--- config.mk ---
export PLATFORM = sky130hd
export DESIGN_NAME = led_spi_top
export DESIGN_NICKNAME = d
export VERILOG_FILES = /design/src/verilog/led_cmd_pkg.sv /design/src/verilog/spi_byte_if.sv /design/src/verilog/led_spi_top.sv /design/src/verilog/spi_master_tx.sv /design/src/verilog/led_cmd_sequencer.sv /design/src/verilog/led_cmd_rom.sv
export SDC_FILE = /design/constraint.sdc
export NUM_CORES = 1
export LEC_CHECK = 0
export BUFFER_PORTS_ARGS = -buffer_cell sky130_fd_sc_hd__buf_2
export CORE_MARGIN = 3
export CORE_UTILIZATION = 40
export CTS_CLUSTER_SIZE = 14
export DETAILED_ROUTE_END_ITERATION = 16
export GPL_ROUTABILITY_DRIVEN = 0
export PLACE_DENSITY = 0.67
export SLEW_MARGIN = 20
export SYNTH_ARGS = -nofsm -noshare
export SYNTH_HDL_FRONTEND = slang
export SYNTH_SLANG_ARGS = --single-unit
--- constraint.sdc ---
create_clock -name rst -period 2.65 [get_ports rst]
set_clock_uncertainty 0.1 [all_clocks]
set_input_delay 0.1325 -clock rst [delete_from_list [all_inputs] [get_ports rst]]
set_output_delay 0.1325 -clock rst [all_outputs]
set_load 0.02 [all_outputs]
--- src/verilog/led_cmd_pkg.sv ---
/* timing constants, ROM word format and FSM encodings for the LED command link.
   Compile it first; the RTL modules and the testbench import it */
`default_nettype none

package led_cmd_pkg;

  // delays in clocks, small values so simulation stays short
  localparam int unsigned startup_cycles  = 1500; // synthesis: 2**22 at 12 MHz, ~350 ms
  localparam int unsigned cs_setup_cycles = 500;  // synthesis: 2**16 at 12 MHz, ~5.5 ms
  localparam int unsigned sck_half_cycles = 12;   // 12 MHz / 24 gives a 500 kHz sck
  localparam int unsigned sck_toggles     = 16;   // two sck edges per bit, eight bits

  // the delay counter must hold the longest wait, startup is the longest
  localparam int unsigned delay_w = $clog2(startup_cycles + 1);
  localparam int unsigned div_w   = $clog2(sck_half_cycles);
  localparam int unsigned tog_w   = $clog2(sck_toggles);

  localparam int unsigned rom_addr_w = 6;

  // bit 8 clear: bits 7..0 are a byte for the slave
  // bit 8 set: control word, bit 0 picks pause (1) or end (0)
  typedef logic [8:0] rom_word_t;

  localparam rom_word_t rom_pause_word = 9'h101; // release ss, wait, start over
  localparam rom_word_t rom_end_word   = 9'h100; // stop for good

  typedef enum logic [1:0] {
    ROM_SEND,
    ROM_PAUSE,
    ROM_END
  } rom_kind_e;

  typedef enum logic [2:0] {
    ST_STARTUP,  // slave boots, ss high
    ST_CS_SETUP, // ss low before the first byte
    ST_CHECK,    // look at the current ROM word
    ST_SEND,     // one cycle for the registered word to catch up
    ST_CS_HOLD,  // ss kept low after the last byte of a frame
    ST_FINISH    // all done, stays here until reset
  } seq_state_e;

  // what the sequencer should do with a ROM word
  function automatic rom_kind_e decode_word(input rom_word_t w);
    rom_kind_e kind;
    if (!w[8]) begin
      kind = ROM_SEND;
    end else if (w[0]) begin
      kind = ROM_PAUSE;
    end else begin
      kind = ROM_END;
    end
    return kind;
  endfunction

endpackage

`default_nettype wire
--- src/verilog/spi_byte_if.sv ---
/* byte handoff between the command sequencer and the SPI transmitter.
   The sequencer uses the ctrl side, the transmitter the tx side */
`timescale 1ns/1ps
`default_nettype none

interface spi_byte_if;

  logic       send;    // one-cycle strobe, only while busy is low
  logic [7:0] data;    // byte to shift out, valid with send
  logic       busy;    // high from the cycle after send to the end of the byte
  logic       bit_ena; // sck half-period tick from the sequencer divider

  // sequencer side
  modport ctrl (
    output send,
    output data,
    output bit_ena,
    input  busy
  );

  // transmitter side
  modport tx (
    input  send,
    input  data,
    input  bit_ena,
    output busy
  );

endinterface

`default_nettype wire

--- src/verilog/led_spi_top.sv ---
/* top level of the robot LED SPI link: command ROM, sequencer and byte
   transmitter. Drives sck, mosi and slave select and reports done */
`timescale 1ns/1ps
`default_nettype none

module led_spi_top (
  input  logic rst,      // clock
  input  logic clk,      // async reset, active high
  output logic spi_sck,
  output logic spi_mosi,
  output logic spi_ss_n, // active low
  output logic tx_done   // high once the end word is reached
);

  import led_cmd_pkg::*;

  rom_word_t rom_word;
  logic      rom_advance;

  spi_byte_if u_spi_bus ();

  led_cmd_rom u_led_cmd_rom (
    .rst     (rst),
    .clk     (clk),
    .advance (rom_advance),
    .word    (rom_word)
  );

  led_cmd_sequencer u_led_cmd_sequencer (
    .rst      (rst),
    .clk      (clk),
    .word     (rom_word),
    .advance  (rom_advance),
    .spi_ss_n (spi_ss_n),
    .tx_done  (tx_done),
    .bus      (u_spi_bus.ctrl)
  );

  spi_master_tx u_spi_master_tx (
    .rst  (rst),
    .clk  (clk),
    .bus  (u_spi_bus.tx),
    .sck  (spi_sck),
    .mosi (spi_mosi)
  );

endmodule

`default_nettype wire

--- src/verilog/spi_master_tx.sv ---
/* SPI mode 0 byte transmitter, MSB first. Loads a byte on send, toggles
   sck on every bit_ena tick and drops busy after the 16th toggle */
`timescale 1ns/1ps
`default_nettype none

module spi_master_tx (
  input  logic   rst,  // clock
  input  logic   clk,  // async reset, active high
  spi_byte_if.tx bus,
  output logic   sck,  // idles low
  output logic   mosi  // changes after falling sck
);

  import led_cmd_pkg::*;

  logic [7:0]       shreg;    // bit 7 is on mosi
  logic [tog_w-1:0] tog_cnt;  // sck toggles done in this byte
  logic             last_tog; // this tick ends the byte

  assign last_tog = (tog_cnt == tog_w'(sck_toggles - 1));

  // busy, sck and toggle count
  always_ff @(posedge rst or posedge clk) begin
    if (clk) begin
      bus.busy <= 1'b0;
      sck      <= 1'b0;
      tog_cnt  <= '0;
    end else if (!bus.busy) begin
      tog_cnt <= '0;
      if (bus.send) begin
        bus.busy <= 1'b1; // visible the cycle after send
      end
    end else if (bus.bit_ena) begin
      sck     <= ~sck;
      tog_cnt <= tog_cnt + 1'b1;
      if (last_tog) begin
        bus.busy <= 1'b0; // 16th toggle leaves sck low
      end
    end
  end

  // shift register: load on send, shift on falling toggles
  always_ff @(posedge rst) begin
    if (!bus.busy && bus.send) begin
      shreg <= bus.data;
    end else if (bus.busy && bus.bit_ena && sck) begin
      // sck about to fall, next bit goes out with half a period to settle
      shreg <= {shreg[6:0], 1'b0};
    end
  end

  assign mosi = bus.busy ? shreg[7] : 1'b0; // low while idle

  // idle level of mode 0, also holds when busy drops
  a_sck_low_idle: assert property (@(posedge rst) disable iff (clk)
    !bus.busy |-> !sck)
    else $error("sck high while the transmitter is idle");

endmodule

`default_nettype wire

--- src/verilog/led_cmd_sequencer.sv ---
/* command FSM: waits for the slave to boot, drives slave select, hands ROM bytes
   to the transmitter and produces the sck bit-rate tick. Raises tx_done at the end */
`timescale 1ns/1ps
`default_nettype none

module led_cmd_sequencer (
  input  logic                   rst,      // clock
  input  logic                   clk,      // async reset, active high
  input  led_cmd_pkg::rom_word_t word,     // registered ROM output
  output logic                   advance,  // step the ROM address
  output logic                   spi_ss_n, // slave select, active low
  output logic                   tx_done,  // level, sequence finished
  spi_byte_if.ctrl               bus
);

  import led_cmd_pkg::*;

  seq_state_e state;
  seq_state_e state_nxt;
  rom_kind_e  word_kind;

  logic [delay_w-1:0] dly_cnt;
  logic [delay_w-1:0] dly_end; // end value picked by the state
  logic               dly_ena;
  logic               dly_done;

  logic [div_w-1:0] div_cnt;
  logic             div_end;

  assign word_kind = decode_word(word);
  assign bus.data  = word[7:0]; // only sampled on send, when word is a byte

  // Moore outputs
  assign spi_ss_n = (state == ST_STARTUP) || (state == ST_FINISH);
  assign tx_done  = (state == ST_FINISH);

  // which states wait, and for how long
  always_comb begin
    dly_ena = 1'b0;
    dly_end = delay_w'(cs_setup_cycles);
    case (state)
      ST_STARTUP: begin
        dly_ena = 1'b1;
        dly_end = delay_w'(startup_cycles);
      end
      ST_CS_SETUP, ST_CS_HOLD: begin
        dly_ena = 1'b1; // same setup time before and after a frame
      end
      default: begin
        dly_ena = 1'b0;
      end
    endcase
  end

  // counts 0..dly_end, so a timed state lasts dly_end + 1 clocks
  always_ff @(posedge rst or posedge clk) begin
    if (clk) begin
      dly_cnt <= '0;
    end else if (!dly_ena || dly_done) begin
      dly_cnt <= '0; // restarts from zero in the next timed state
    end else begin
      dly_cnt <= dly_cnt + 1'b1;
    end
  end

  assign dly_done = dly_ena && (dly_cnt == dly_end);

  // bit-rate divider, runs only while ss is low
  always_ff @(posedge rst or posedge clk) begin
    if (clk) begin
      div_cnt <= '0;
    end else if (spi_ss_n || div_end) begin
      div_cnt <= '0;
    end else begin
      div_cnt <= div_cnt + 1'b1;
    end
  end

  assign div_end     = (div_cnt == div_w'(sck_half_cycles - 1));
  assign bus.bit_ena = !spi_ss_n && div_end; // one tick per sck half period

  // state register
  always_ff @(posedge rst or posedge clk) begin
    if (clk) begin
      state <= ST_STARTUP;
    end else begin
      state <= state_nxt;
    end
  end

  // next state; send and advance are Mealy outputs of ST_CHECK
  always_comb begin
    state_nxt = state;
    bus.send  = 1'b0;
    advance   = 1'b0;
    case (state)
      ST_STARTUP: begin
        if (dly_done) state_nxt = ST_CS_SETUP; // ss falls here
      end
      ST_CS_SETUP: begin
        if (dly_done) state_nxt = ST_CHECK;
      end
      ST_CHECK: begin
        // wait for the transmitter in every case so sck is idle when ss moves
        if (!bus.busy) begin
          case (word_kind)
            ROM_SEND: begin
              bus.send  = 1'b1;
              advance   = 1'b1;
              state_nxt = ST_SEND;
            end
            ROM_PAUSE: begin
              advance   = 1'b1;
              state_nxt = ST_CS_HOLD;
            end
            default: begin
              state_nxt = ST_FINISH; // end word, ROM stays put
            end
          endcase
        end
      end
      ST_SEND: begin
        state_nxt = ST_CHECK; // new word is on the ROM output next cycle
      end
      ST_CS_HOLD: begin
        if (dly_done) state_nxt = ST_STARTUP;
      end
      ST_FINISH: begin
        state_nxt = ST_FINISH;
      end
      default: begin
        state_nxt = ST_STARTUP;
      end
    endcase
  end

  // a byte goes only to an idle transmitter, which must be busy one cycle later
  a_send_when_idle: assert property (@(posedge rst) disable iff (clk)
    bus.send |-> !bus.busy ##1 bus.busy)
    else $error("send while busy, or the transmitter did not take the byte");

  // done is sticky, with ss released and the transmitter idle
  a_done_ss_high: assert property (@(posedge rst) disable iff (clk)
    tx_done |-> (spi_ss_n && !bus.busy) ##1 tx_done)
    else $error("slave select low or transmitter busy after tx_done");

endmodule

`default_nettype wire

--- src/verilog/led_cmd_rom.sv ---
/* fixed command ROM holding one SET_LED frame, a pause word and an end word.
   advance steps the address; word follows one clock after the address */
`timescale 1ns/1ps
`default_nettype none

module led_cmd_rom (
  input  logic                   rst,     // clock
  input  logic                   clk,     // async reset, active high
  input  logic                   advance, // step to the next word
  output led_cmd_pkg::rom_word_t word
);

  import led_cmd_pkg::*;

  logic [rom_addr_w-1:0] addr;
  rom_word_t             rom_data; // table output for the current address

  // address counter
  always_ff @(posedge rst or posedge clk) begin
    if (clk) begin
      addr <= '0;
    end else if (advance) begin
      addr <= addr + 1'b1;
    end
  end

  // SET_LED frame, then pause and end
  always_comb begin
    case (addr)
      6'h00:   rom_data = 9'h008; // slave address
      6'h01:   rom_data = 9'h006; // message type SET_LED
      6'h02:   rom_data = 9'h002; // led select, left eye
      6'h03:   rom_data = 9'h010; // red
      6'h04:   rom_data = 9'h01F; // green
      6'h05:   rom_data = 9'h000; // blue
      6'h06:   rom_data = rom_pause_word;
      6'h07:   rom_data = rom_end_word;
      default: rom_data = rom_end_word; // unused space reads as end
    endcase
  end

  // registered read so the table can go into block RAM
  always_ff @(posedge rst) begin
    word <= rom_data;
  end

  // the sequencer must stop at the end word and never step past it
  a_no_advance_at_end: assert property (@(posedge rst) disable iff (clk)
    advance |-> (word != rom_end_word))
    else $error("ROM advanced while the end word was on its output");

endmodule

`default_nettype wire

==> run_results.csv <==
group,metric,value,unit
global_routing,antenna_found_initial,0,
power,power,1.11,mW
critical_path,path_class,"register to register",
synth,yosysSeqAreaShare,0.546,
clocking,htree_levels,2,
routing,dr.pass1.iters,4,
clocking,post-cts-setup-buffer-count,0,
synth,synth_top_family_by_area,"simple AND/OR/NAND/NOR gates",
synth,avgSynthCellArea,10.8,um^2
synth,synth_area,2030,um^2
power,pwr-share-clk,0.375,
synth,synth_compound_area_frac,0.0633,
placed_design,io_buffers,5,
clocking,clock_path_buffers,2,
run_status,outcome,"finished, final reports clean",
cells_and_area,seq_area,1110,um^2
routing,drcViolationCount,0,
synth,synthesis.nets,198,
routing,dr.first_iter.drc_count,93,
clocking,clk_pin_slew_worst_paths,0.08,ns
global_routing,grt_max_degree,31,
die,rows,25,
power,powerDensity,502,nW/um^2
die,die_y,77.3,um
routing,drt_wl_total,3080,um
global_routing,grt.total_usage,0.120,
critical_path,crit_required,2.52,ns
routing,num_vias,1291,
synth,synth_adder_area_share,0.0431,
global_routing,gr-total-overflow,0,
power,p_sw_frac,0.192,
sta,max_freq,501,MHz
clocking,cts_root_buf,"clkbuf_8",
clocking,cts.sinks,44,
sta,slew_headroom,0.726,
cells_and_area,syn2layout_area_growth,9.10,%
sta,finalHoldViolCount,0,
cells_and_area,finalNetCount,207,
synth,ys_ff_latch,44,
critical_path,endpoint_kind,"register",
synth,yosysWarnings,0,
critical_path,critPathArrivalTime,1.86,ns
placed_design,placed_cells,257,
global_routing,grt_pass1_vias,1312,
sta,setup_tns,0,ns
power,p_leak,0.921,nW
clocking,holdBufCountCts,1,
die,dieArea,5980,um^2
global_routing,grt_first_pass_wirelength,5730,um
cells_and_area,drive_above_1_share,0.106,
clocking,cts_tree,"done",
sta,setup_viol,0,
power,irDropWorstVdd,0.180,mV
sta,fin_ws,0.653,ns
clocking,clock_latency,0.29,ns
placed_design,dp_slack,0.645,ns
synth,yosys.area_share.simple,0.194,
sta,slew_violations,0,
clocking,cts_resized,0,
cells_and_area,multi_input_area,851,um^2
cells_and_area,final_util,0.461,
routing,vias_per_cell,4.85,
clocking,cts_buffers,5,
placed_design,placed_area,2120,um^2
critical_path,crit_fanout,8,
die,core_area,4820,um^2
power,power_frac_seq,0.615,
synth,synthMuxAreaShare,0.0320,
power,switchingPower,0.214,mW
placed_design,place_hpwl,2140,um
sta,post-route-period-util,0.754,
sta,min_period,2.00,ns
power,p_comb_frac,0.010,
die,boundaryPins,6,
die,die_w,77.3,um
cells_and_area,fillers,466,
die,initial_utilization,0.422,
synth,synth_top_area_frac,0.369,
sta,fin_hold_ws,0.354,ns
sta,worstMarginPinSlew,0.411,ns
cells_and_area,fin_cells,266,
sta,grt_setup_unrepaired,"no",
synth,synth-xor-area-share,0.0861,
power,power_report.internal_total,0.899,mW
synth,synth_top_cell_by_area,"dfrtp_1",
hold_path,hp-class,"input pin to asynchronous set/reset pin",
synth,synthTopCellsByArea,"dfrtp_1, edfxtp_1, xnor2_1",
synth,ys_types,41,
cells_and_area,antenna_cells,0,
routing,wl_per_cell,11.6,um
synth,synth_cells,189,
critical_path,worstSetupStartpointType,"register",
flow_run,maxCapViolCount,0,
cells_and_area,finalInstanceArea,2220,um^2
routing,ant_nets,0,
==> layout make-up <==
type                       count  share of cell area
sequential                    44               0.501
multi-input combinational    129               0.383
clock buffer                   8              0.0406
tap                           67              0.0378
timing repair buffer           7              0.0192
inverter                      11              0.0186
==> power groups by stage <==
| stage | clock [mW] | sequential (mW) | combinational (mW) |
|---|---|---|---|
| 3_5_place_dp | 0 | 0.698 | 0.0115 |
| 6_report | 0.418 | 0.684 | 0.0115 |
| 2_1_floorplan | 0 | 0.698 | 0.00677 |
| 5_1_grt | 0.459 | 0.684 | 0.0136 |
| 3_3_place_gp | 0 | 0.698 | 0.0113 |
| 4_1_cts | 0.435 | 0.684 | 0.0125 |
==> sequential cells by signal, indices dropped and copies added, names as in the netlist <==
register                     count
u_led_cmd_rom.addr               6
u_led_cmd_sequencer.state        3
u_led_cmd_sequencer.dly_cnt     11
u_spi_master_tx.tog_cnt          4
u_led_cmd_sequencer.div_cnt      4
u_spi_master_tx.sck              1
u_spi_master_tx.bus.busy         1
u_spi_master_tx.shreg            8
u_led_cmd_rom.word               6
==> cell families (layout without fill, tap and decap cells) <==
family / count (synthesis) / after routing
simple gates: 77 / 77
flops: 44 / 44
xor+xnor: 20 / 20
compound gates: 19 / 19
buf+inv: 16 / 26
fa+ha+maj: 7 / 7
mux: 6 / 6
==> synthesized netlist by cell type (all sizes together) <==
master	number
xor2	6
o311ai	1
and2	3
xnor2	14
nand4b	1
ha	7
mux2i	2
or3b	1
nand2b	3
a21oi	7
inv	11
a211o	1
dfxtp	6
nor2b	3
nand3	6
clkbuf	2
nand4	4
and3b	1
nand2	15
or3	4
nor3	5
a221o	1
and3	2
nor4	2
dfrtp	30
nand3b	1
o211ai	2
or2	1
nor2	24
mux2	4
or4b	1
buf	3
a211oi	1
edfxtp	8
o21ai	5
a21o	1
==> routing by layer <==
metal | part of all wire | up-vias | track usage
met2 | 0.44 | 14 | 0.181
met1 | 0.52 | 618 | 0.160
met4 | 0.015 | 0 | 0.0534
met3 | 0.026 | 5 | 0.0317
li1 | - | 654 | -
met5 | 0 | - | 0
==> worst max-delay path, cell delays in order (launching register included) <==
cell and delay (ns):
dfrtp_1 0.46, or4b_4 0.60, nor2_4 0.22, a21o_1 0.30
==> cells in the final DEF (no fill, tap or decap), types with 2 or more instances in the layout <==
cell       n
or3_1      4
o211ai_1   2
edfxtp_1   8
clkbuf_1   2
xnor2_1   14
buf_2      5
nor2_1    23
dfrtp_1   30
nand2_1   15
inv_1     11
nand4_1    4
nand3_1    6
xor2_1     6
ha_1       7
mux2_2     4
o21ai_0    4
nor2b_1    3
mux2i_1    2
nand2b_1   3
and2_1     3
and3_1     2
dfxtp_1    6
nor3_1     5
a21oi_1    6
nor4_1     2
clkbuf_8   6
==> worst paths after layout <==
| path | start | end | slack [ns] | cells past startpoint |
|---|---|---|---|---|
| setup reg to reg | u_led_cmd_sequencer.state[0] | u_spi_master_tx.shreg[3] | 0.65 | 3 |
| setup / recovery | u_led_cmd_sequencer.state[0] | u_spi_master_tx.shreg[3] | 0.65 | 3 |
| hold / removal | clk | u_led_cmd_rom.addr[0] | 0.35 | 4 |
| max in group asynchronous | clk | u_led_cmd_sequencer.div_cnt[2] | 1.82 | 4 |
| hold reg to reg | u_led_cmd_sequencer.div_cnt[0] | u_led_cmd_sequencer.div_cnt[0] | 0.36 | 1 |
| min in group rst | u_led_cmd_sequencer.div_cnt[0] | u_led_cmd_sequencer.div_cnt[0] | 0.36 | 1 |
(Power assumes the default switching activity.)
